**config.mk**
```make
export PLATFORM = sky130hd
export DESIGN_NAME = rooth
export DESIGN_NICKNAME = d
export VERILOG_FILES = /design/src/rooth_pkg.sv /design/src/alu_exec.sv /design/src/inst_decode.sv /design/src/regs_file.sv /design/src/rooth.sv
export SDC_FILE = /design/constraint.sdc
export NUM_CORES = 2
export LEC_CHECK = 0
export BUFFER_PORTS_ARGS = -buffer_cell sky130_fd_sc_hd__clkbuf_2
export CORE_MARGIN = 2
export CORE_UTILIZATION = 40
export CTS_CLUSTER_DIAMETER = 40
export CTS_CLUSTER_SIZE = 28
export DETAILED_ROUTE_END_ITERATION = 12
export PLACE_DENSITY = 0.66
export REMOVE_ABC_BUFFERS = 1
export SLEW_MARGIN = 0
export SYNTH_ARGS = -nofsm -noshare
export SYNTH_HDL_FRONTEND = slang
export SYNTH_SLANG_ARGS = --single-unit
```
**constraint.sdc**
```tcl
create_clock -name clk -period 14.6 [get_ports clk]
set_clock_uncertainty 0.05 [all_clocks]
set_input_delay 0.73 -clock clk [delete_from_list [all_inputs] [get_ports clk]]
set_output_delay 0.73 -clock clk [all_outputs]
set_load 0.05 [all_outputs]
```
**src/rooth_pkg.sv**
```systemverilog
// shared widths, opcodes, alu op codes, instruction union and stage records
`default_nettype none

package rooth_pkg;

    // ----------------------------------------
    // widths and constants
    // ----------------------------------------
    localparam int CPU_WIDTH      = 32;
    localparam int REG_ADDR_WIDTH = 5;
    localparam int REG_NUM        = 32;
    localparam int SHAMT_WIDTH    = $clog2(CPU_WIDTH);

    localparam logic [CPU_WIDTH-1:0] PC_STEP = 4;

    localparam logic [6:0] OPCODE_OP     = 7'b0110011;
    localparam logic [6:0] OPCODE_OP_IMM = 7'b0010011;
    localparam logic [6:0] OPCODE_LUI    = 7'b0110111;

    // funct7 of the base ops and of sub / sra
    localparam logic [6:0] FUNCT7_BASE = 7'b0000000;
    localparam logic [6:0] FUNCT7_ALT  = 7'b0100000;

    typedef enum logic [3:0] {
        ALU_ADD,
        ALU_SUB,
        ALU_SLL,
        ALU_SLT,
        ALU_SLTU,
        ALU_XOR,
        ALU_SRL,
        ALU_SRA,
        ALU_OR,
        ALU_AND,
        ALU_LUI
    } alu_op_e;

    // ----------------------------------------
    // instruction word, two layouts
    // ----------------------------------------
    typedef struct packed {
        logic [6:0]                funct7;
        logic [REG_ADDR_WIDTH-1:0] rs2;
        logic [REG_ADDR_WIDTH-1:0] rs1;
        logic [2:0]                funct3;
        logic [REG_ADDR_WIDTH-1:0] rd;
        logic [6:0]                opcode;
    } r_fmt_t;

    typedef struct packed {
        logic [11:0]               imm12;
        logic [REG_ADDR_WIDTH-1:0] rs1;
        logic [2:0]                funct3;
        logic [REG_ADDR_WIDTH-1:0] rd;
        logic [6:0]                opcode;
    } i_fmt_t;

    typedef union packed {
        r_fmt_t r_fmt;
        i_fmt_t i_fmt;
    } inst_u;

    // ----------------------------------------
    // stage records
    // ----------------------------------------
    typedef struct packed {
        logic                      valid;
        alu_op_e                   alu_op;
        logic [REG_ADDR_WIDTH-1:0] rd;
        logic [REG_ADDR_WIDTH-1:0] rs1;
        logic [REG_ADDR_WIDTH-1:0] rs2;
        logic                      use_imm;
        logic [CPU_WIDTH-1:0]      imm;
    } decoded_op_t;

    typedef struct packed {
        logic [REG_ADDR_WIDTH-1:0] rs1;
        logic [REG_ADDR_WIDTH-1:0] rs2;
    } reg_rd_t;

    // write-back record, also the bypass source
    typedef struct packed {
        logic                      valid;
        logic [REG_ADDR_WIDTH-1:0] rd;
        logic [CPU_WIDTH-1:0]      data;
    } retire_t;

endpackage

`default_nettype wire

```
**src/alu_exec.sv**
```systemverilog
// operand select, alu and retire register
`default_nettype none

module alu_exec (
    input  wire logic                            clk,
    input  wire logic                            rst_n_i,
    input  rooth_pkg::decoded_op_t               dec_op_i,
    input  wire logic [rooth_pkg::CPU_WIDTH-1:0] rs1_data_i,
    input  wire logic [rooth_pkg::CPU_WIDTH-1:0] rs2_data_i,
    output rooth_pkg::retire_t                   retire_o
);

    logic [rooth_pkg::CPU_WIDTH-1:0]      op_a;
    logic [rooth_pkg::CPU_WIDTH-1:0]      op_b;
    logic [rooth_pkg::SHAMT_WIDTH-1:0]    shamt;
    logic                                 lt_s;
    logic                                 lt_u;
    logic [rooth_pkg::CPU_WIDTH-1:0]      alu_res;
    logic                                 retire_vld_q;
    logic [rooth_pkg::REG_ADDR_WIDTH-1:0] retire_rd_q;
    logic [rooth_pkg::CPU_WIDTH-1:0]      retire_data_q;

    // ----------------------------------------
    // operands
    // ----------------------------------------
    assign op_a  = rs1_data_i;
    assign op_b  = dec_op_i.use_imm ? dec_op_i.imm : rs2_data_i;
    assign shamt = op_b[rooth_pkg::SHAMT_WIDTH-1:0];

    assign lt_s = $signed(op_a) < $signed(op_b);
    assign lt_u = op_a < op_b;

    // ----------------------------------------
    // alu
    // ----------------------------------------
    always_comb begin
        case (dec_op_i.alu_op)
            rooth_pkg::ALU_ADD:  alu_res = op_a + op_b;
            rooth_pkg::ALU_SUB:  alu_res = op_a - op_b;
            rooth_pkg::ALU_SLL:  alu_res = op_a << shamt;
            rooth_pkg::ALU_SLT:  alu_res = {{(rooth_pkg::CPU_WIDTH-1){1'b0}}, lt_s};
            rooth_pkg::ALU_SLTU: alu_res = {{(rooth_pkg::CPU_WIDTH-1){1'b0}}, lt_u};
            rooth_pkg::ALU_XOR:  alu_res = op_a ^ op_b;
            rooth_pkg::ALU_SRL:  alu_res = op_a >> shamt;
            rooth_pkg::ALU_SRA:  alu_res = $signed(op_a) >>> shamt;
            rooth_pkg::ALU_OR:   alu_res = op_a | op_b;
            rooth_pkg::ALU_AND:  alu_res = op_a & op_b;
            // lui, immediate already shifted up
            rooth_pkg::ALU_LUI:  alu_res = op_b;
            default:             alu_res = '0;
        endcase
    end

    // ----------------------------------------
    // retire register
    // ----------------------------------------
    always_ff @(posedge clk or negedge rst_n_i) begin
        if (!rst_n_i) begin
            retire_vld_q <= 1'b0;
        end else begin
            retire_vld_q <= dec_op_i.valid;
        end
    end

    always_ff @(posedge clk) begin
        if (dec_op_i.valid) begin
            retire_rd_q   <= dec_op_i.rd;
            retire_data_q <= alu_res;
        end
    end

    assign retire_o = '{valid: retire_vld_q, rd: retire_rd_q, data: retire_data_q};

endmodule

`default_nettype wire

```
**src/inst_decode.sv**
```systemverilog
// program counter, fetch register, decode and immediate generation
`default_nettype none

module inst_decode (
    input  wire logic                              clk,
    input  wire logic                              rst_n_i,
    input  wire logic [rooth_pkg::CPU_WIDTH-1:0]   pc_inst_i,
    output logic      [rooth_pkg::CPU_WIDTH-1:0]   pc_curr_pc_o,
    output rooth_pkg::reg_rd_t                     reg_rd_o,
    output rooth_pkg::decoded_op_t                 dec_op_o
);

    logic [rooth_pkg::CPU_WIDTH-1:0] pc_q;
    rooth_pkg::inst_u                fetch_q;
    logic                            fetch_vld_q;
    rooth_pkg::decoded_op_t          dec_d;
    logic                            op_ok;
    logic                            alt_f7;

    // ----------------------------------------
    // pc and fetch register
    // ----------------------------------------
    always_ff @(posedge clk or negedge rst_n_i) begin
        if (!rst_n_i) begin
            pc_q        <= '0;
            fetch_vld_q <= 1'b0;
        end else begin
            pc_q        <= pc_q + rooth_pkg::PC_STEP;
            fetch_vld_q <= 1'b1;
        end
    end

    always_ff @(posedge clk) begin
        fetch_q <= pc_inst_i;
    end

    // ----------------------------------------
    // decode
    // ----------------------------------------
    assign alt_f7 = (fetch_q.r_fmt.funct7 == rooth_pkg::FUNCT7_ALT);

    always_comb begin
        op_ok         = 1'b0;
        dec_d.alu_op  = rooth_pkg::ALU_ADD;
        dec_d.rd      = fetch_q.i_fmt.rd;
        dec_d.rs1     = '0;
        dec_d.rs2     = '0;
        dec_d.use_imm = 1'b0;
        dec_d.imm     = '0;
        case (fetch_q.r_fmt.opcode)
            rooth_pkg::OPCODE_OP: begin
                dec_d.rs1 = fetch_q.r_fmt.rs1;
                dec_d.rs2 = fetch_q.r_fmt.rs2;
                // alt funct7 only exists for sub and sra
                op_ok = (fetch_q.r_fmt.funct7 == rooth_pkg::FUNCT7_BASE) ||
                        (alt_f7 && (fetch_q.r_fmt.funct3 == 3'b000 ||
                                    fetch_q.r_fmt.funct3 == 3'b101));
                case (fetch_q.r_fmt.funct3)
                    3'b000:  dec_d.alu_op = alt_f7 ? rooth_pkg::ALU_SUB : rooth_pkg::ALU_ADD;
                    3'b001:  dec_d.alu_op = rooth_pkg::ALU_SLL;
                    3'b010:  dec_d.alu_op = rooth_pkg::ALU_SLT;
                    3'b011:  dec_d.alu_op = rooth_pkg::ALU_SLTU;
                    3'b100:  dec_d.alu_op = rooth_pkg::ALU_XOR;
                    3'b101:  dec_d.alu_op = alt_f7 ? rooth_pkg::ALU_SRA : rooth_pkg::ALU_SRL;
                    3'b110:  dec_d.alu_op = rooth_pkg::ALU_OR;
                    default: dec_d.alu_op = rooth_pkg::ALU_AND;
                endcase
            end
            rooth_pkg::OPCODE_OP_IMM: begin
                dec_d.rs1     = fetch_q.i_fmt.rs1;
                dec_d.use_imm = 1'b1;
                dec_d.imm     = {{(rooth_pkg::CPU_WIDTH-12){fetch_q.i_fmt.imm12[11]}},
                                 fetch_q.i_fmt.imm12};
                op_ok         = 1'b1;
                case (fetch_q.i_fmt.funct3)
                    3'b000:  dec_d.alu_op = rooth_pkg::ALU_ADD;
                    3'b010:  dec_d.alu_op = rooth_pkg::ALU_SLT;
                    3'b011:  dec_d.alu_op = rooth_pkg::ALU_SLTU;
                    3'b100:  dec_d.alu_op = rooth_pkg::ALU_XOR;
                    3'b110:  dec_d.alu_op = rooth_pkg::ALU_OR;
                    3'b111:  dec_d.alu_op = rooth_pkg::ALU_AND;
                    3'b001: begin
                        dec_d.alu_op = rooth_pkg::ALU_SLL;
                        op_ok = (fetch_q.i_fmt.imm12[11:5] == rooth_pkg::FUNCT7_BASE);
                    end
                    default: begin
                        // bit 30 picks srai over srli
                        dec_d.alu_op = fetch_q.i_fmt.imm12[10] ? rooth_pkg::ALU_SRA
                                                               : rooth_pkg::ALU_SRL;
                        op_ok = (fetch_q.i_fmt.imm12[11:5] == rooth_pkg::FUNCT7_BASE) ||
                                (fetch_q.i_fmt.imm12[11:5] == rooth_pkg::FUNCT7_ALT);
                    end
                endcase
                // shift forms carry the shift amount only
                if (fetch_q.i_fmt.funct3 == 3'b001 || fetch_q.i_fmt.funct3 == 3'b101) begin
                    dec_d.imm = {{(rooth_pkg::CPU_WIDTH-rooth_pkg::SHAMT_WIDTH){1'b0}},
                                 fetch_q.i_fmt.imm12[rooth_pkg::SHAMT_WIDTH-1:0]};
                end
            end
            rooth_pkg::OPCODE_LUI: begin
                dec_d.alu_op  = rooth_pkg::ALU_LUI;
                dec_d.use_imm = 1'b1;
                dec_d.imm     = {fetch_q.i_fmt.imm12, fetch_q.i_fmt.rs1,
                                 fetch_q.i_fmt.funct3, 12'b0};
                op_ok         = 1'b1;
            end
            default: begin
                op_ok = 1'b0;
            end
        endcase
        // x0 writes retire nothing
        dec_d.valid = fetch_vld_q && op_ok && (dec_d.rd != '0);
    end

    assign pc_curr_pc_o = pc_q;
    assign reg_rd_o     = '{rs1: dec_d.rs1, rs2: dec_d.rs2};
    assign dec_op_o     = dec_d;

endmodule

`default_nettype wire

```
**src/regs_file.sv**
```systemverilog
// general register file with write-back bypass and debug read port
`default_nettype none

module regs_file (
    input  wire logic                                 clk,
    input  wire logic                                 rst_n_i,
    input  rooth_pkg::reg_rd_t                        reg_rd_i,
    input  rooth_pkg::retire_t                        retire_i,
    output logic      [rooth_pkg::CPU_WIDTH-1:0]      rs1_data_o,
    output logic      [rooth_pkg::CPU_WIDTH-1:0]      rs2_data_o,
    input  wire logic [rooth_pkg::REG_ADDR_WIDTH-1:0] jtag_addr_i,
    output logic      [rooth_pkg::CPU_WIDTH-1:0]      jtag_data_o
);

    logic [rooth_pkg::CPU_WIDTH-1:0] regs_q [rooth_pkg::REG_NUM];

    // operand read, pending write wins on a match
    function automatic logic [rooth_pkg::CPU_WIDTH-1:0] read_port(
        input logic [rooth_pkg::REG_ADDR_WIDTH-1:0] idx,
        input logic [rooth_pkg::CPU_WIDTH-1:0]      stored,
        input rooth_pkg::retire_t                   wb
    );
        if (idx == '0) begin
            return '0;
        end else if (wb.valid && wb.rd == idx) begin
            return wb.data;
        end
        return stored;
    endfunction

    always_ff @(posedge clk or negedge rst_n_i) begin
        if (!rst_n_i) begin
            for (int i = 0; i < rooth_pkg::REG_NUM; i++) begin
                regs_q[i] <= '0;
            end
        end else if (retire_i.valid && retire_i.rd != '0) begin
            regs_q[retire_i.rd] <= retire_i.data;
        end
    end

    assign rs1_data_o = read_port(reg_rd_i.rs1, regs_q[reg_rd_i.rs1], retire_i);
    assign rs2_data_o = read_port(reg_rd_i.rs2, regs_q[reg_rd_i.rs2], retire_i);

    // debug view of the array only
    assign jtag_data_o = regs_q[jtag_addr_i];

endmodule

`default_nettype wire

```
**src/rooth.sv**
```systemverilog
// core top: fetch and decode, register file, execute and retire
`default_nettype none

module rooth (
    input  wire logic                                 clk,
    input  wire logic                                 rst_n_i,
    input  wire logic [rooth_pkg::CPU_WIDTH-1:0]      pc_inst_i,
    output logic      [rooth_pkg::CPU_WIDTH-1:0]      pc_curr_pc_o,
    output rooth_pkg::retire_t                        retire_o,
    input  wire logic [rooth_pkg::REG_ADDR_WIDTH-1:0] jtag_addr_i,
    output logic      [rooth_pkg::CPU_WIDTH-1:0]      jtag_data_o
);

    rooth_pkg::reg_rd_t              de_reg_rd;
    rooth_pkg::decoded_op_t          de_dec_op;
    logic [rooth_pkg::CPU_WIDTH-1:0] ex_rs1_data;
    logic [rooth_pkg::CPU_WIDTH-1:0] ex_rs2_data;

    inst_decode u_inst_decode_0 (
        .clk            ( clk           ),
        .rst_n_i        ( rst_n_i       ),
        .pc_inst_i      ( pc_inst_i     ),
        .pc_curr_pc_o   ( pc_curr_pc_o  ),
        .reg_rd_o       ( de_reg_rd     ),
        .dec_op_o       ( de_dec_op     )
    );

    // retire record doubles as the write port
    regs_file u_regs_file_0 (
        .clk            ( clk           ),
        .rst_n_i        ( rst_n_i       ),
        .reg_rd_i       ( de_reg_rd     ),
        .retire_i       ( retire_o      ),
        .rs1_data_o     ( ex_rs1_data   ),
        .rs2_data_o     ( ex_rs2_data   ),
        .jtag_addr_i    ( jtag_addr_i   ),
        .jtag_data_o    ( jtag_data_o   )
    );

    alu_exec u_alu_exec_0 (
        .clk            ( clk           ),
        .rst_n_i        ( rst_n_i       ),
        .dec_op_i       ( de_dec_op     ),
        .rs1_data_i     ( ex_rs1_data   ),
        .rs2_data_i     ( ex_rs2_data   ),
        .retire_o       ( retire_o      )
    );

endmodule

`default_nettype wire

```
**Word level (Yosys, flattened, before mapping)**

Cells that the tools add are included.

- Register bits after elaboration: 1127
- Input bits: 39
- Output and inout bits: 102
- Word-level logic and storage cells: 137

- Add/sub/neg operators: 3
- $lt $le $gt $ge: 7
- Eq/ne operators: 23
- Shift-type cells: 3
- Multiplexer cells: 36
- Bitwise gates (word level): 7
- Reduce and logical (&&, ||, !) cells: 20

Operators by type and width:

| kind | count |
|---|---|
| bitwise mux 1024 bit | 1 |
| binary-select mux 32 bit (select 5 bit) | 3 |
| 2-to-1 mux 32 bit | 15 |
| one-hot mux 32 bit (11 select lines) | 1 |
| demux 32 bit (select 5 bit) | 1 |
| one-hot mux 33 bit (2 select lines) | 1 |
| less-than comparator 32 bit | 2 |
| one-hot mux 4 bit (7 select lines) | 2 |
| adder 32 x 3 -> 32 bit (second input constant) | 1 |
| adder 32 bit | 1 |
| bitwise AND 32 bit | 1 |
| bitwise OR 32 bit | 1 |
| << shifter 32 x 5 -> 32 bit | 1 |
| >> shifter 32 x 5 -> 32 bit | 1 |
| >>> shifter 32 x 5 -> 32 bit | 1 |
| subtractor 32 bit | 1 |
| bitwise XOR 32 bit | 1 |
| >= comparator 6 bit (second input constant) | 4 |
| NOT 5 -> 6 bit | 4 |
| == test 7 x 6 -> 1 bit (second input constant) | 3 |
| == test 4 x 3 -> 1 bit (second input constant) | 4 |
| == test 3 bit (second input constant) | 4 |
| == test 4 bit (second input constant) | 3 |
| one-hot mux 4 bit (3 select lines) | 1 |
| other kinds (20) | 41 |

**Longest topological paths before layout**

- Depth in word-level cells: 10
- Depth in mapped cells: 29
- Gate-level depth less buffers: 24

**Modules after synthesis**

A second synthesis with hierarchy kept.

- Cells, all modules: 5903
- Area total of the unflattened synthesis: 75981.6 um^2

By module, submodules not included:

| module | times used | cells each | area each (um^2) |
|---|---|---|---|
| regs_file | 1 | 4208 | 62785.2 |
| alu_exec | 1 | 1449 | 10486.3 |
| inst_decode | 1 | 246 | 2710.1 |

**Worst setup path after synthesis**

No wires, ideal clock.

- Kind: register -> register
- Start: register u_inst_decode_0.fetch_q[20] (netlist name)
- End: register u_alu_exec_0.retire_data_q[30] (netlist name), data pin
- Setup time: 0.264 ns
- Arrival: 5.916 ns
- Required time: 14.286 ns
- Slack: 8.370 ns
- Stages on the path, launching flop included: 27
- Buffers on the path: 8
- Clock period less this slack: 6.230 ns
- Cell sequence: dfxtp_1 buf_4 buf_2 buf_2 mux2_2 a21oi_1 o221ai_1 o311a_1 nor4_1 o21a_1 buf_2 buf_2 buf_2 buf_2 ha_1 clkbuf_1 a21o_1 a21oi_1 o21ai_0 a311o_1 and4b_1 o21ai_0 a2111oi_0 o21bai_1 a221o_1 a2111oi_2 nand2_1

- Longest elaborated chain between the ends: 9

Ends and longest elaborated chain:

| element | RTL line | source |
|---|---|---|
| start, declared | inst_decode.sv:14 | `rooth_pkg::inst_u fetch_q;` |
| start signal, assigned | inst_decode.sv:34 | `fetch_q <= pc_inst_i;` |
| 2-to-1 mux 5 bit | inst_decode.sv:50 | `case (fetch_q.r_fmt.opcode)` |
| NOT 5 -> 6 bit (implied by the code) or == test 5 bit (tied branches) | regs_file.sv:42, regs_file.sv:25 |  |
| binary-select mux 32 bit (select 5 bit) or logical AND 1 bit (tied branches) | regs_file.sv:42, regs_file.sv:25 |  |
| 2-to-1 mux 32 bit (implied by the code) or 2-to-1 mux 1 bit (tied branches) | regs_file.sv:42, regs_file.sv:25 |  |
| 2-to-1 mux 32 bit (implied by the code) or 2-to-1 mux 1 bit (tied branches) | regs_file.sv:42, regs_file.sv:23 |  |
| 2-to-1 mux 32 bit | regs_file.sv:28 | `return stored;` |
| 2-to-1 mux 32 bit * | alu_exec.sv:27 | `assign op_b = dec_op_i.use_imm ? dec_op_i.imm : rs2_data_i;` |
| subtractor 32 bit (tied with other cells) | alu_exec.sv:39 | `rooth_pkg::ALU_SUB: alu_res = op_a - op_b;` |
| one-hot mux 32 bit (11 select lines) * | alu_exec.sv:37 | `case (dec_op_i.alu_op)` |
| end signal, assigned | alu_exec.sv:68 | `retire_data_q <= alu_res;` |
| end, declared | alu_exec.sv:21 | `logic [rooth_pkg::CPU_WIDTH-1:0] retire_data_q;` |

Mark *: on every way between the ends. The rest lies on a longest branch, timed or not. The select of a mux whose other input is x is not followed.
A chain may end at the register's enable or synchronous reset.

**Final worst setup path**

- Start: register u_inst_decode_0.fetch_q[6] (netlist name)
- End: register u_alu_exec_0.retire_data_q[27] (netlist name), data pin

- Longest elaborated chain between the ends: 10

Ends and longest elaborated chain:

| element | RTL line | source |
|---|---|---|
| == test 7 x 6 -> 1 bit or == test 7 x 5 -> 1 bit (tied branches) | inst_decode.sv:50 |  |
| OR reduction 2 bit (no source line) or 2-to-1 mux 5 bit (tied branches) | - |  |
| 2-to-1 mux 5 bit (tied with other cells) | inst_decode.sv:50 |  |
| NOT 5 -> 6 bit (implied by the code) (tied with other cells) | regs_file.sv:41 | `assign rs1_data_o = read_port(reg_rd_i.rs1, regs_q[reg_rd_i.rs1], retire_i);` |
| binary-select mux 32 bit (select 5 bit) (tied with other cells) | regs_file.sv:41 |  |
| 2-to-1 mux 32 bit (implied by the code) (tied with other cells) (2 in series) | regs_file.sv:41 |  |
| 2-to-1 mux 32 bit, on equally long branches | regs_file.sv:28, alu_exec.sv:27 |  |
| subtractor 32 bit (tied with other cells) | alu_exec.sv:39 |  |
| one-hot mux 32 bit (11 select lines) * | alu_exec.sv:37 |  |

Marked as above.

==> impl_metrics.py <==
metrics = {
    "run_status": {
        "status": "finished with violations",
        "violations": "capacitance limit, slew limit",
    },
    "cells_and_area": {
        "nNetsFinal": 7248,
        "layout_common_cells": "1122 x mux2_2, 1056 x dfrtp_1, 729 x nand2_1",
        "drive_above_1_share": 0.336,
        "syn_to_final_growth_pct": 13.6,
        "final_cells": 9806,
        "layout_commonest_cell": "mux2_2",
    },
    "sta": {
        "finalWorstSetupSlack_ns": 5.40,
        "worst_pin_slew_ns": 1.50,
        "whs_ns": 0.0294,
        "clock.fmax_ghz": 0.109,
        "final.setup.tns_ns": 0,
        "relSlewSlack": -0.00933,
        "fin_crit_sh": 0.630,
        "rsz0062_at_grt": "no",
        "setup-violations-final": 0,
        "hold_violations": 0,
        "maxSlewViolCount": 4,
        "post-route-min-period_ns": 9.20,
    },
    "worst_setup_path": {
        "r2r_slack_ns": 5.40,
        "cp.required_ns": 15.09,
        "cpPeakStageDelay_ns": 0.84,
        "criticalPathCategory": "reg2reg",
        "critPathMaxFanout": 52,
        "crit_slowest_cell": "nor2_4",
        "r2r_end": "u_alu_exec_0.retire_data_q[27]$_SDFFCE_PN0P_",
        "startpoint_type": "flip-flop",
        "r2r_cells": 25,
        "end_kind": "flip-flop",
        "rr_startpoint": "u_inst_decode_0.fetch_q[6]$_DFF_P_",
        "cp.arrival_ns": 9.70,
    },
    "global_route": {
        "gr-usage-all-layers": 0.341,
        "grt_pass1_vias": 68600,
        "grt_pass1_wl_um": 496000,
        "grt_antenna_before_repair": 11,
        "grt_max_degree": 169,
        "grt-ovfl-total": 0,
    },
    "synth": {
        "synth_top_area_frac": 0.339,
        "synthFlopType": "dfrtp_1",
        "yosys.area.top_type": "dfrtp_1",
        "syn_avg_cell_area_um2": 10.7,
        "async_flop_share": 0.939,
        "syn-cell-area_um2": 77900,
        "synth_seq_cells": 1125,
        "synth_cells": 7279,
        "synth.distinct_cells": 109,
        "synth_edf_count": 37,
        "yosysSeqAreaShare": 0.362,
        "ys_warn_count": 0,
        "synth_area_leaders": "dfrtp_1 34%, mux2_2 16%, mux4_2 13%, nand2_1 3.6%, mux2i_1 3.3%",
    },
    "placement": {
        "dpl.hpwl_um": 209000,
        "place_inst": 9395,
        "finalWeightedCongestion": 1.04,
        "port_buffers": 138,
        "preCtsSetupSlack_ns": 5.86,
    },
    "floorplan": {
        "die-width_um": 445,
        "ioPinCount": 141,
        "dieArea_um2": 198000,
        "num_rows": 161,
        "dieHeight_um": 445,
        "initial_utilization": 0.403,
        "core_um2": 193000,
    },
    "route": {
        "vias": 70700,
        "detail-route-antenna-nets": 0,
        "drt_iter0_markers": 11600,
        "drc": 0,
        "drtPass1Iterations": 10,
        "avgViaCountPerCell": 7.21,
        "totalWireLength_um": 347000,
        "wire_per_inst_um": 35.4,
    },
    "hold_path": {
        "hold_depth": 1,
        "whs_endpoint": "u_inst_decode_0.fetch_q[3]$_DFF_P_",
        "hold_path.class": "in2reg",
        "hp-start": "pc_inst_i[3]",
    },
    "power": {
        "ir_drop_v": 0.000129,
        "power_uw": 8710,
        "p_leak_uw": 0.0378,
        "power.density_nw_per_um2": 98.5,
    },
    "cts": {
        "ctsRootBufferMaster": "clkbuf_16",
        "cts_sinks": 1125,
        "insertion_delay_ns": 0.91,
        "cts.path.max_buffers": 3,
        "numCtsBuffers": 201,
        "clkTransAtPathRegs_ns": 0.05,
        "cts_tree": "built",
        "htreeDepth": 4,
        "post_cts_buffers": 0,
    },
    "flow_run": {
        "max_cap_violations": 1,
    },
}
-- cell usage after synthesis (all sizes together) (76+ instances only) --
cell    instances
o21ai         278
nand2         747
clkbuf        529
a32oi          92
nor2          285
o211ai        143
a221oi         97
mux2i         254
inv           132
mux4          447
dfrtp        1056
a211oi         86
mux2         1122
and3           76
a21oi         345
ha            106
buf           251
nand3         187
-- layer usage --
metal,up-vias,track usage,part of all wire
li1,27600,-,-
met1,35200,0.414,0.35
met2,6149,0.481,0.41
met3,1805,0.143,0.15
met4,22,0.252,0.091
met5,-,0.00928,0.0012
-- sequential cells by signal, summed over array words and instances, names as in the netlist --
register	cells
u_alu_exec_0.retire_data_q	32
u_alu_exec_0.retire_rd_q	5
u_alu_exec_0.retire_vld_q	1
u_inst_decode_0.fetch_q	32
u_inst_decode_0.fetch_vld_q	1
u_inst_decode_0.pc_curr_pc_o	30
u_regs_file_0.regs_q	1024
-- how the worst max path moves through the flow --
stage | from | end | slack (ns) | cells after the start
finish | u_inst_decode_0.fetch_q[6]$_DFF_P_ | u_alu_exec_0.retire_data_q[27]$_SDFFCE_PN0P_ | 5.40 | 25
global route | u_inst_decode_0.fetch_q[4]$_DFF_P_ | u_alu_exec_0.retire_data_q[27]$_SDFFCE_PN0P_ | 5.16 | 25
CTS | u_inst_decode_0.fetch_q[6]$_DFF_P_ | u_alu_exec_0.retire_data_q[27]$_SDFFCE_PN0P_ | 5.82 | 25
detailed placement | u_inst_decode_0.fetch_q[6]$_DFF_P_ | u_alu_exec_0.retire_data_q[27]$_SDFFCE_PN0P_ | 5.86 | 25
global placement | u_inst_decode_0.fetch_q[6]$_DFF_P_ | u_alu_exec_0.retire_data_q[30]$_SDFFCE_PN0P_ | 6.07 | 25
floorplan | u_inst_decode_0.fetch_q[22]$_DFF_P_ | u_alu_exec_0.retire_data_q[27]$_SDFFCE_PN0P_ | -4.29 | 19
-- stage by stage --
stage / cell area [µm²] / util
floorplan: 74700 / -
global placement: 80900 / 0.419
detailed placement: 80900 / 0.419
CTS: 88500 / 0.458
global route: 88500 / 0.458
finish: 88500 / 0.458
-- what timing repair did --
action,in CTS,in global routing
resized for setup,0,0
hold endpoints to repair,115,0
hold buffers,29,0
-- report_power, final --
group | switching [µW] | internal, µW
sequential | 49.3 | 3160
clock | 1900 | 3080
combinational | 349 | 164
-- final cells by class --
| cell class | count | area [µm²] |
|---|---|---|
| fill | 17500 | 105000 |
| multi-input combinational | 5241 | 46400 |
| sequential | 1125 | 28200 |
| clock buffer | 237 | 5370 |
| tap | 2526 | 3160 |
| timing repair buffer | 398 | 2900 |
| clock inverter | 140 | 1900 |
| inverter | 134 | 503 |
| antenna | 5 | 12.5 |
-- worst max-delay path: cells and delay by family (launching register included) --
family / cells / cell delay, ns
AO/OA/AOI/OAI: 12 / 3.91
buffers and inverters: 3 / 1.52
flip-flops: 1 / 0.39
AND/OR/NAND/NOR: 8 / 2.40
adder cells (fa/ha/maj): 1 / 0.41
XOR/XNOR: 1 / 0.14
-- kinds of logic after synthesis --
family / Yosys count / share of synthesized area
adder cells (fa/ha/maj): 108 / 0.0175
flip-flops: 1125 / 0.362
AND/OR/NAND/NOR: 1583 / 0.0924
buffers and inverters: 914 / 0.0466
multiplexers: 1823 / 0.324
XOR/XNOR: 38 / 0.00427
AO/OA/AOI/OAI: 1686 / 0.153
other: 2 / 0.0000965
(Power assumes the default switching activity.)
